[src/logic/rv_pkg.sv]
// RV32I core shared definitions
package rv_pkg;

  localparam logic [6:0] OPC_LUI    = 7'b0110111; // Load upper immediate
  localparam logic [6:0] OPC_OPIMM  = 7'b0010011; // Register-immediate ALU
  localparam logic [6:0] OPC_OP     = 7'b0110011; // Register-register ALU
  localparam logic [6:0] OPC_BRANCH = 7'b1100011; // Conditional branches
  localparam logic [6:0] OPC_JAL    = 7'b1101111; // Jump and link
  localparam logic [6:0] OPC_SYSTEM = 7'b1110011; // EBREAK lives here

  localparam logic [2:0] ALU_ADD   = 3'd0;
  localparam logic [2:0] ALU_SUB   = 3'd1;
  localparam logic [2:0] ALU_AND   = 3'd2;
  localparam logic [2:0] ALU_OR    = 3'd3;
  localparam logic [2:0] ALU_XOR   = 3'd4;
  localparam logic [2:0] ALU_SLT   = 3'd5; // Signed compare
  localparam logic [2:0] ALU_PASSB = 3'd6; // Second operand straight through

  localparam logic [15:0] ADDR_CTRL   = 16'h1000; // Bit 0 is run
  localparam logic [15:0] ADDR_STATUS = 16'h1004; // Halted, run
  localparam logic [15:0] ADDR_PC     = 16'h1008;
  localparam logic [15:0] ADDR_REGS   = 16'h1100; // x0..x31, word stride

  // One instruction word, five ways to look at it
  typedef union packed {
    struct packed {
      logic [6:0] funct7; logic [4:0] rs2; logic [4:0] rs1;
      logic [2:0] funct3; logic [4:0] rd;  logic [6:0] opcode;
    } r_fmt;
    struct packed {
      logic [11:0] imm; logic [4:0] rs1; logic [2:0] funct3;
      logic [4:0]  rd;  logic [6:0] opcode;
    } i_fmt;
    struct packed {
      logic imm_12; logic [5:0] imm_10_5; logic [4:0] rs2; logic [4:0] rs1;
      logic [2:0] funct3; logic [3:0] imm_4_1; logic imm_11; logic [6:0] opcode;
    } b_fmt;
    struct packed {
      logic [19:0] imm_31_12; logic [4:0] rd; logic [6:0] opcode;
    } u_fmt;
    struct packed {
      logic imm_20; logic [9:0] imm_10_1; logic imm_11; logic [7:0] imm_19_12;
      logic [4:0] rd; logic [6:0] opcode;
    } j_fmt;
  } instr_u;

endpackage

[src/logic/exec_if.sv]
// Decode to execute bundle
interface exec_if;

  logic [31:0] pc;        // Address of the instruction in decode
  logic [31:0] rs1_val;
  logic [31:0] rs2_val;
  logic [31:0] imm;       // Sign-extended, format already resolved
  logic [2:0]  alu_op;
  logic        use_imm;   // ALU operand B from imm
  logic        is_branch;
  logic        branch_ne; // BNE, inverts the equality test
  logic        is_jal;
  logic [4:0]  rd_addr;
  logic        rd_we;     // Already low for rd zero
  logic        is_halt;   // EBREAK

  modport decode (
    output pc, rs1_val, rs2_val, imm, alu_op, use_imm,
           is_branch, branch_ne, is_jal, rd_addr, rd_we, is_halt
  );

  modport execute (
    input pc, rs1_val, rs2_val, imm, alu_op, use_imm,
          is_branch, branch_ne, is_jal, rd_addr, rd_we, is_halt
  );

endinterface

[src/logic/execute_unit.sv]
// ALU, branch resolve and writeback
module execute_unit (
  input  logic        step,
  exec_if.execute     ex,
  output logic        wb_en,
  output logic [4:0]  wb_addr,
  output logic [31:0] wb_data,
  output logic        sel_target,
  output logic [31:0] target,
  output logic        halt_req
);

  logic [31:0] op_b;
  logic [31:0] alu_res;
  logic        taken;

  assign op_b = ex.use_imm ? ex.imm : ex.rs2_val;

  always_comb begin
    case (ex.alu_op)
      rv_pkg::ALU_ADD:   alu_res = ex.rs1_val + op_b;
      rv_pkg::ALU_SUB:   alu_res = ex.rs1_val - op_b;
      rv_pkg::ALU_AND:   alu_res = ex.rs1_val & op_b;
      rv_pkg::ALU_OR:    alu_res = ex.rs1_val | op_b;
      rv_pkg::ALU_XOR:   alu_res = ex.rs1_val ^ op_b;
      rv_pkg::ALU_SLT:   alu_res = {31'd0, $signed(ex.rs1_val) < $signed(op_b)};
      rv_pkg::ALU_PASSB: alu_res = op_b; // LUI
      default:           alu_res = '0;
    endcase
  end

  // BEQ or BNE depending on the inversion
  assign taken = ex.is_branch && ((ex.rs1_val == ex.rs2_val) ^ ex.branch_ne);

  // EBREAK points the PC back at itself so it stays put
  assign sel_target = taken || ex.is_jal || ex.is_halt;
  assign target     = ex.is_halt ? ex.pc : ex.pc + ex.imm;

  assign wb_en   = step && ex.rd_we; // Nothing retires while stopped
  assign wb_addr = ex.rd_addr;
  assign wb_data = ex.is_jal ? ex.pc + 32'd4 : alu_res; // Link address

  assign halt_req = step && ex.is_halt;

endmodule

[src/flat_wrapper.sv]
// flat-port wrapper written by rule: the top's interface ports become plain ports
module execute_unit_flat 
  (step, wb_en, wb_addr, wb_data, sel_target, target, halt_req, ex_pc, ex_rs1_val, ex_rs2_val, ex_imm, ex_alu_op, ex_use_imm, ex_is_branch, ex_branch_ne, ex_is_jal, ex_rd_addr, ex_rd_we, ex_is_halt);
  exec_if ex_i ();
  input  logic step;
  output logic wb_en;
  output logic [4:0] wb_addr;
  output logic [31:0] wb_data;
  output logic sel_target;
  output logic [31:0] target;
  output logic halt_req;
  input wire logic [$bits(ex_i.pc)-1:0] ex_pc;
  input wire logic [$bits(ex_i.rs1_val)-1:0] ex_rs1_val;
  input wire logic [$bits(ex_i.rs2_val)-1:0] ex_rs2_val;
  input wire logic [$bits(ex_i.imm)-1:0] ex_imm;
  input wire logic [$bits(ex_i.alu_op)-1:0] ex_alu_op;
  input wire logic [$bits(ex_i.use_imm)-1:0] ex_use_imm;
  input wire logic [$bits(ex_i.is_branch)-1:0] ex_is_branch;
  input wire logic [$bits(ex_i.branch_ne)-1:0] ex_branch_ne;
  input wire logic [$bits(ex_i.is_jal)-1:0] ex_is_jal;
  input wire logic [$bits(ex_i.rd_addr)-1:0] ex_rd_addr;
  input wire logic [$bits(ex_i.rd_we)-1:0] ex_rd_we;
  input wire logic [$bits(ex_i.is_halt)-1:0] ex_is_halt;
  assign ex_i.pc = ex_pc;
  assign ex_i.rs1_val = ex_rs1_val;
  assign ex_i.rs2_val = ex_rs2_val;
  assign ex_i.imm = ex_imm;
  assign ex_i.alu_op = ex_alu_op;
  assign ex_i.use_imm = ex_use_imm;
  assign ex_i.is_branch = ex_is_branch;
  assign ex_i.branch_ne = ex_branch_ne;
  assign ex_i.is_jal = ex_is_jal;
  assign ex_i.rd_addr = ex_rd_addr;
  assign ex_i.rd_we = ex_rd_we;
  assign ex_i.is_halt = ex_is_halt;
  execute_unit u_core (.step(step), .ex(ex_i), .wb_en(wb_en), .wb_addr(wb_addr), .wb_data(wb_data), .sel_target(sel_target), .target(target), .halt_req(halt_req));
endmodule
[config.mk]
export PLATFORM = sky130hd
export DESIGN_NAME = execute_unit_flat
export DESIGN_NICKNAME = d
export VERILOG_FILES = /design/src/logic/rv_pkg.sv /design/src/logic/exec_if.sv /design/src/logic/execute_unit.sv /design/src/flat_wrapper.sv
export SDC_FILE = /design/constraint.sdc
export NUM_CORES = 1
export LEC_CHECK = 0
export BUFFER_PORTS_ARGS = -buffer_cell sky130_fd_sc_hd__buf_2
export CAP_MARGIN = 20
export CORE_ASPECT_RATIO = 0.8
export CORE_UTILIZATION = 48
export DETAILED_ROUTE_END_ITERATION = 12
export PLACE_DENSITY = 0.71
export SETUP_SLACK_MARGIN = 0.4
export SLEW_MARGIN = 20
export SYNTH_ARGS = -nofsm -noshare
export SYNTH_HDL_FRONTEND = slang
export SYNTH_SLANG_ARGS = --single-unit
[constraint.sdc]
create_clock -name vclk -period 20.3
set_input_delay 4.06 -clock vclk [all_inputs]
set_output_delay 4.06 -clock vclk [all_outputs]
set_load 0.02 [all_outputs]
# == After elaboration in Yosys (flattened, before gate mapping) ==
# Cells that the tools add are included.
# totals
mem_bits_rw,0
rom_bits,0
latch_bits,0
regBits,0
out_inout_bits,72
wordCells,26
memories,0
# classes
n_div,0
n_lt_le_gt_ge,1
shift,0
mul,0
bitwise_logic,4
n_eq_ne,7
mux,4
reduce_logical,6
add_sub_neg,4
# ops
operator,n
case mux 32 bit (7 select lines),1
2-to-1 mux 32 bit,3
adder 32 bit,2
"adder 32 x 3 -> 32 bit, second input constant",1
AND 32 bit,1
== test 32 bit,1
< comparator 32 bit,1
bitwise OR 32 bit,1
subtractor 32 bit,1
bitwise XOR 32 bit,1
"== test 3 bit, second input constant",3
"== test 3 x 2 -> 1 bit, second input constant",2
"== test 3 x 1 -> 1 bit, second input constant",1
logical AND 1 bit,3
logical NOT 3 bit,1
logical OR 1 bit,2
bitwise XOR 1 bit,1

# == Logic depth before layout (Yosys ltp) ==
# Gate-level depths: netlist (run 1).
# depth
ltp_word,5
mapped_depth,16
depth_no_buf,13

# == Worst setup path before layout (run 1) ==
# No wires, ideal clock.
# synth_path
kind,input to output
from,input ex_use_imm
to,output wb_data[24]
path_stages,15
path_slack_ns,7.846
arrival_ns,8.394
required_ns,16.240
path_cell_list,clkbuf_1 -> clkbuf_1 -> clkbuf_1 -> mux2i_1 -> ha_1 -> buf_2 -> a21o_1 -> a221oi_1 -> nor3_1 -> or4_1 -> nand2_1 -> o21ai_0 -> a31oi_1 -> xnor2_1 -> o311ai_0
# synth_via
elab_chain_len,4
word_cells_on_any_way,8
cone_classes,2 x add/sub; 3 x mux; 3 x bitwise
# synth_lines
element,line_no,source
from (decl),flat_wrapper.sv:17,input wire logic [$bits(ex_i.use_imm)-1:0] ex_use_imm;
2-to-1 mux 32 bit *,execute_unit.sv:17,assign op_b = ex.use_imm ? ex.imm : ex.rs2_val;
subtractor 32 bit (tied with other cells),execute_unit.sv:22,rv_pkg::ALU_SUB: alu_res = ex.rs1_val - op_b;
case mux 32 bit (7 select lines) *,execute_unit.sv:20,case (ex.alu_op)
2-to-1 mux 32 bit *,execute_unit.sv:41,assign wb_data = ex.is_jal ? ex.pc + 32'd4 : alu_res;
to (decl),flat_wrapper.sv:8,output logic [31:0] wb_data;
# Mark *: on every way between the ends. The rest lies on a longest branch, timed or not.

# == Worst setup path in the final report (run 1) ==
# layout_path
from,input ex_use_imm
to,output wb_data[26]
# The elaborated chain is that of the path after synthesis.

==> results of run 1 <==
-- cells in the final DEF (no fill, tap or decap), drive strengths merged, types with 20 or more instances in the layout --
cell type and instances:
xnor2 74, xor2 32, a21o 22, a21oi 106
nor3 33, mux2i 40, nand4 20, nand2 130
buf 212, nand2b 24, o21bai 24, inv 109
ha 156, nand3 30, nor2 103, o21ai 122
o22ai 27
-- per-layer routing --
metal | wire, um | track usage | part of all wire
met1 | 16500 | 0.536 | 0.44
met2 | 14800 | 0.514 | 0.40
met3 | 5430 | 0.124 | 0.15
met4 | 712 | 0.0715 | 0.019
met5 | 20 | 0 | 0.00053
-- stage by stage --
stage,hold slack (ps),utilization,area [um^2]
after CTS,8120,0.556,10200
after global placement,8120,0.556,10200
after detailed placement,8120,0.556,10200
after floorplan,8230,-,9150
final,8120,0.557,10200
after global routing,8120,0.556,10200
-- kinds of logic (layout without fill, tap and decap cells) --
family                   count (synthesis)  after routing  share of synthesized area
multiplexers                            44             44                     0.0487
AO/OA/AOI/OAI                          462            462                      0.330
buffers and inverters                  187            321                     0.0809
XOR/XNOR                               106            106                      0.101
AND/OR/NAND/NOR                        416            416                      0.219
adder cells (fa/ha/maj)                159            159                      0.220
other                                    0              5                          0
-- layout make-up --
cell class | count | area (um^2)
antenna | 5 | 12.5
fill | 1891 | 8150
multi-input combinational | 1187 | 8420
timing repair buffer | 212 | 1080
inverter | 109 | 409
tap | 253 | 317
-- worst max-delay path by stage --
| stage | end | slack [ps] |
|---|---|---|
| 2_1_floorplan | wb_data[24] | 7850 |
| 3_3_place_gp | wb_data[26] | 7650 |
| 3_5_place_dp | wb_data[26] | 7590 |
| 4_1_cts | wb_data[26] | 7570 |
| 5_1_grt | wb_data[26] | 7240 |
| 6_report | wb_data[26] | 7360 |
-- report_power, final --
part           total [uW]  switching, uW  internal [uW]
Clock           0.0000397              0      0.0000397
Combinational         350            224            126
Sequential              0              0              0
==> results.cfg, run 1 <==
[run_status]
status = finished, final reports clean

[power_and_ir_drop]
p_total_uw = 350
vdd_drop_max_v = 0.0000204
power_density_nw_per_um2 = 34.2
leakagePower_uw = 0.00485

[yosys]
synthTopCellsByArea = ha_1 (21%), xnor2_1 (7.1%), o21ai_0 (6.6%), a21oi_1 (5.8%), nand2_1 (5.3%)
netlist_area_um2 = 9150
syn_nets = 1676
synth_warnings = 0
avgSynthCellArea_um2 = 6.66
postSynthCellCount = 1374
synth_top_area_frac = 0.213
yosysMostFrequentCell = ha_1
yosys.area.top_type = ha_1
synth.distinct_cells = 79
ys_seq_area_frac = 0
synth_common_cells = ha_1 (156), nand2_1 (130), o21ai_0 (121)

[timing]
period_minus_slack_ps = 12940
period_share = 0.637
worst_pin_slew_ps = 1040
hold_viol = 0
max-slew-margin-rel = 0.303
fmax_mhz = 77.3
finalMaxSlewViolations = 0
tns_ps = 0
setup_violations = 0
rsz0062_at_grt = false
setup_slack_ps = 7360

[final_layout]
design.seq.count = 0
area_delta_synth_final_pct = 11.8
nets = 1812
fin_cells = 1766
clock_buffers = 0
seq_area_um2 = 0
drive_above_1_share = 0.157

[floorplan]
dieArea_um2 = 19600
io-pin-count = 215
initial_utilization = 0.498
rows = 44
die_x_um = 156
core_um2 = 18400
die_h_um = 126

[routing]
first_iter_violations = 1303
vias = 11156
drc = 0
postRouteAntennaNets = 0
first_pass_iters = 6
drt-vias-per-instance = 6.32
wirelength_um = 37400
wl_per_cell_um = 21.2

[worst_setup_path]
max_stage_delay_ps = 580
critPathLaunchType = input port
cp_num_cells = 16
worst-path-max-fanout = 32
cp_cell_sequence = buf_2 -> buf_4 -> mux2i_1 -> inv_1 -> fa_1 -> o21ba_2 -> nor4_1 -> o41a_1 -> nor4_1 -> o31ai_1 -> a31oi_1 -> nor4_1 -> mux2i_1 -> a21oi_1 -> a211o_1 -> buf_2
end_kind = output port
crit_family = compound AO/OA/AOI/OAI gates
cp.arrival_ps = 8880
worstSetupPathType = input port to output port
crit_top_cell = nor4_1
cpMaxStageDelayCell = o31ai_1
path_buf_inv = 4
worstPathRequired_ps = 16240
worstSetupStartpoint = ex_use_imm

[grt]
grt-ovfl-total = 0
grt_pass1_wl_um = 56200
grt_pass1_vias = 9815
grt_max_degree = 75
globalRouteTotalUtil = 0.368
antenna_found_initial = 6

[placed_design]
dpl.hpwl_um = 30100
dpl.cell_count = 1761
place_ws_ps = 7590
io_buffers = 205
place_congestion = 1.05

[job]
maxCapViolCount = 0

[clocking]
ctsResizeCount = 0
post_cts_buffers = 0
cts_hold_buf = 0

[min_path]
min_to = wb_addr[2]
whs_path_depth = 0
hp-start = ex_rd_addr[2]
hp-class = input port to output port
No activity file was read; power rests on OpenSTA's default activity.
==> run 2, diff against run 1 <==
- clock period: 20.3 -> 13.4 ns (I/O delays scaled with it)
==> results.cfg, run 2 (synthesized netlist as in run 1, its figures left out) <==
[placed_design]
dpl.hpwl_um = 30300
dpl.cell_count = 1761
place_congestion = 1.07
post_dp_cell_area_um2 = 10200
io_buffers = 205

[clocking]
ctsResizeCount = 0
cts_hold_buf = 0
post_cts_buffers = 0

[job]
maxCapViolCount = 0

[min_path]
hp-class = input port to output port
hp-start = ex_rd_addr[2]
whs_path_depth = 0
min_to = wb_addr[2]

[final_layout]
design_area_um2 = 10200
clock_buffers = 0
final_common_cell = buf_2
design.seq.count = 0
seq_area_um2 = 0
layout_common_cells = buf_2 (205), ha_1 (156), nand2_1 (130)
area_delta_synth_final_pct = 11.7
fin_cells = 1762
drive_above_1_share = 0.157
nets = 1812

[worst_setup_path]
cpMaxStageDelayCell = o31ai_1
cp.arrival_ps = 7360
max_stage_delay_ps = 540
worstPathRequired_ps = 10720
path_buf_inv = 3
crit_family = compound AO/OA/AOI/OAI gates
end_kind = output port
cp_cell_sequence = buf_2 -> buf_4 -> mux2_2 -> ha_1 -> fa_1 -> o21ba_2 -> nor4_1 -> o41a_1 -> nor4_1 -> o31ai_1 -> a31oi_1 -> o21ai_1 -> a2111oi_0 -> a211oi_1 -> o31ai_1 -> buf_2
worstSetupPathType = input port to output port
critPathLaunchType = input port
worst-path-max-fanout = 32

[run_status]
status = finished, final reports clean

[floorplan]
io-pin-count = 215
initial_utilization = 0.498
core_um2 = 18400
dieArea_um2 = 19600
rows = 44
die_x_um = 156
die_h_um = 126

[timing]
finalMaxSlewViolations = 0
period_minus_slack_ps = 10040
hold_slack_ps = 5360
period_share = 0.750
rsz0062_at_grt = false
max-slew-margin-rel = 0.258
worst_pin_slew_ps = 1110
hold_viol = 0
tns_ps = 0
fmax_mhz = 99.6
setup_violations = 0

[routing]
vias = 11139
first_iter_violations = 1233
first_pass_iters = 6
postRouteAntennaNets = 0
wl_per_cell_um = 21.4
wirelength_um = 37800
drt-vias-per-instance = 6.32
drc = 0

[grt]
grt_pass1_wl_um = 56400
grt_max_degree = 69
grt-ovfl-total = 0
globalRouteTotalUtil = 0.371
antenna_found_initial = 4
grt_pass1_vias = 9820

[power_and_ir_drop]
p_total_uw = 531
power_density_nw_per_um2 = 51.9
leakagePower_uw = 0.00485
vdd_drop_max_v = 0.0000293
[run 2: changes by cell type in the layout (fill, tap and decap cells not counted), sizes merged]
cell,previous run,this run
diode,5,1
[run 2: layout make-up]
class,count,area (um^2)
inverter,109,409
multi-input combinational,1187,8420
antenna,1,2.50
timing repair buffer,212,1080
tap,253,317
fill,1883,8160
[run 2: worst max-delay path by stage]
| stage | start | end | depth (start not counted) |
|---|---|---|---|
| after global placement | ex_use_imm | wb_data[26] | 16 |
| after floorplan | ex_use_imm | wb_data[24] | 15 |
| final | ex_use_imm | wb_data[0] | 16 |
| after detailed placement | ex_use_imm | wb_data[26] | 16 |
| after global routing | ex_use_imm | wb_data[20] | 16 |
| after CTS | ex_use_imm | wb_data[26] | 16 |
[run 2: through the flow]
step | util | setup slack, ps
after floorplan | - | 3710
after global placement | 0.556 | 3540
after detailed placement | 0.556 | 3510
after CTS | 0.556 | 3490
after global routing | 0.556 | 3120
final | 0.556 | 3360
[run 2: routing by layer]
metal	GRT usage	share of wire	vias up	wire, um
met5	0	0.00061	-	23
met4	0.0923	0.026	4	987
met3	0.124	0.15	69	5710
met2	0.512	0.39	691	14800
met1	0.541	0.43	5121	16300
li1	-	-	5254	-
[run 2: report_power, final]
| part | switching [uW] | total, uW | internal, uW |
|---|---|---|---|
| Sequential | 0 | 0 | 0 |
| Clock | 0 | 0.00000998 | 0.00000997 |
| Combinational | 340 | 531 | 190 |
==> run 3, diff against run 2 <==
- ABC_AREA: default -> 1
- PLACE_DENSITY: 0.71 -> 0.72
- clock period: 13.4 -> 8.5 ns (I/O delays scaled with it)
==> results.cfg, run 3 <==
[grt]
grt-ovfl-total = 0
grt_pass1_wl_um = 74400
globalRouteTotalUtil = 0.414
grt_max_degree = 41
antenna_found_initial = 2
grt_pass1_vias = 13435

[yosys]
synth.area.mux_share = 0
synth_fa_ha_area_frac = 0.182
synthXorXnorAreaFrac = 0.0309
syn_nets = 2451
synth_common_cells = nand2_1 (701), inv_1 (365), nand3_1 (180)
yosysMostFrequentCell = nand2_1
postSynthCellCount = 2149
synthTopCellsByArea = nand2_1 (24%), ha_1 (18%), inv_1 (12%), nand3_1 (8.2%), nor2_1 (5.6%)
synth.distinct_cells = 52
avgSynthCellArea_um2 = 5.14
synth_top_family_by_area = simple AND/OR/NAND/NOR gates
synth_top_area_frac = 0.238
netlist_area_um2 = 11000
synth_warnings = 0
synth_compound_area_frac = 0.173
ys_seq_area_frac = 0
synth-simple-area-share = 0.460
yosys.area.top_type = nand2_1

[timing]
setup_slack_ps = 1780
period_minus_slack_ps = 6720
max-slew-margin-rel = 0.234
period_share = 0.791
hold_slack_ps = 3400
fmax_mhz = 149
finalMaxSlewViolations = 0
hold_viol = 0
setup_violations = 0
worst_pin_slew_ps = 1150
tns_ps = 0
rsz0062_at_grt = false

[floorplan]
dieArea_um2 = 23600
core_um2 = 22500
rows = 49
die_x_um = 172
die_h_um = 138
initial_utilization = 0.491
io-pin-count = 215

[final_layout]
final_common_cell = nand2_1
design.seq.count = 0
multiInputGateArea_um2 = 9360
fin_cells = 2608
seq_area_um2 = 0
nets = 2603
nFillCells = 2566
area_delta_synth_final_pct = 10.7
clock_buffers = 0
layout_common_cells = nand2_1 (701), inv_1 (365), buf_2 (205)
drive_above_1_share = 0.113

[clocking]
post_cts_buffers = 0
cts_hold_buf = 0
ctsResizeCount = 0

[worst_setup_path]
worst-path-max-fanout = 33
cp.arrival_ps = 5020
critPathLaunchType = input port
worstSetupPathType = input port to output port
end_kind = output port
worstPathRequired_ps = 6800

[placed_design]
io_buffers = 205
dpl.cell_count = 2605
place_congestion = 1.14
dpl.hpwl_um = 42300
place_ws_ps = 1920

[routing]
first_iter_violations = 1730
wirelength_um = 50600
first_pass_iters = 8
drt-vias-per-instance = 5.77
vias = 15045
drc = 0
wl_per_cell_um = 19.4
postRouteAntennaNets = 0

[run_status]
status = finished, final reports clean

[min_path]
hp-class = input port to output port

[job]
maxCapViolCount = 0
[run 3: stage by stage]
stage	area [um^2]	utilization
2_1_floorplan	11000	-
3_3_place_gp	12200	0.543
3_5_place_dp	12200	0.543
4_1_cts	12200	0.543
5_1_grt	12200	0.544
6_report	12200	0.544
[run 3: worst paths after layout]
path	start	endpoint	slack, ps	cells after the start
setup / recovery	ex_use_imm	wb_data[0]	1780	19
hold / removal	ex_rd_addr[2]	wb_addr[2]	3400	0
[run 3: area by class of cell]
cell class / instances / area share
Multi-Input combinational cell: 1711 / 0.765
Inverter: 377 / 0.116
Timing Repair Buffer: 211 / 0.0875
Tap cell: 306 / 0.0313
Antenna cell: 3 / 0.000614
[run 3: per-layer routing]
layer	up-vias	routed length (um)	track usage
met5	-	0	0
met4	0	1950	0.150
met3	94	5760	0.0824
met2	968	20800	0.630
met1	6787	22100	0.572
li1	7196	-	-
[run 3: cells by family after synthesis]
kind of cell	after synthesis
XOR/XNOR	39
AO/OA/AOI/OAI	331
buffers and inverters	438
AND/OR/NAND/NOR	1182
adder cells (fa/ha/maj)	159
[run 3: critical path: stages]
cell,delay (ps)
buf_2,110
buf_4,270
o21ai_0,490
inv_1,220
fa_1,480
inv_1,150
nand2_1,70
nand3_1,210
nand3_1,140
nand2_1,220
nand2_1,110
nand2_1,100
nand2_1,70
nand3_1,100
nand3_1,140
nand2_1,110
nand2_1,80
nand2_1,80
buf_2,160
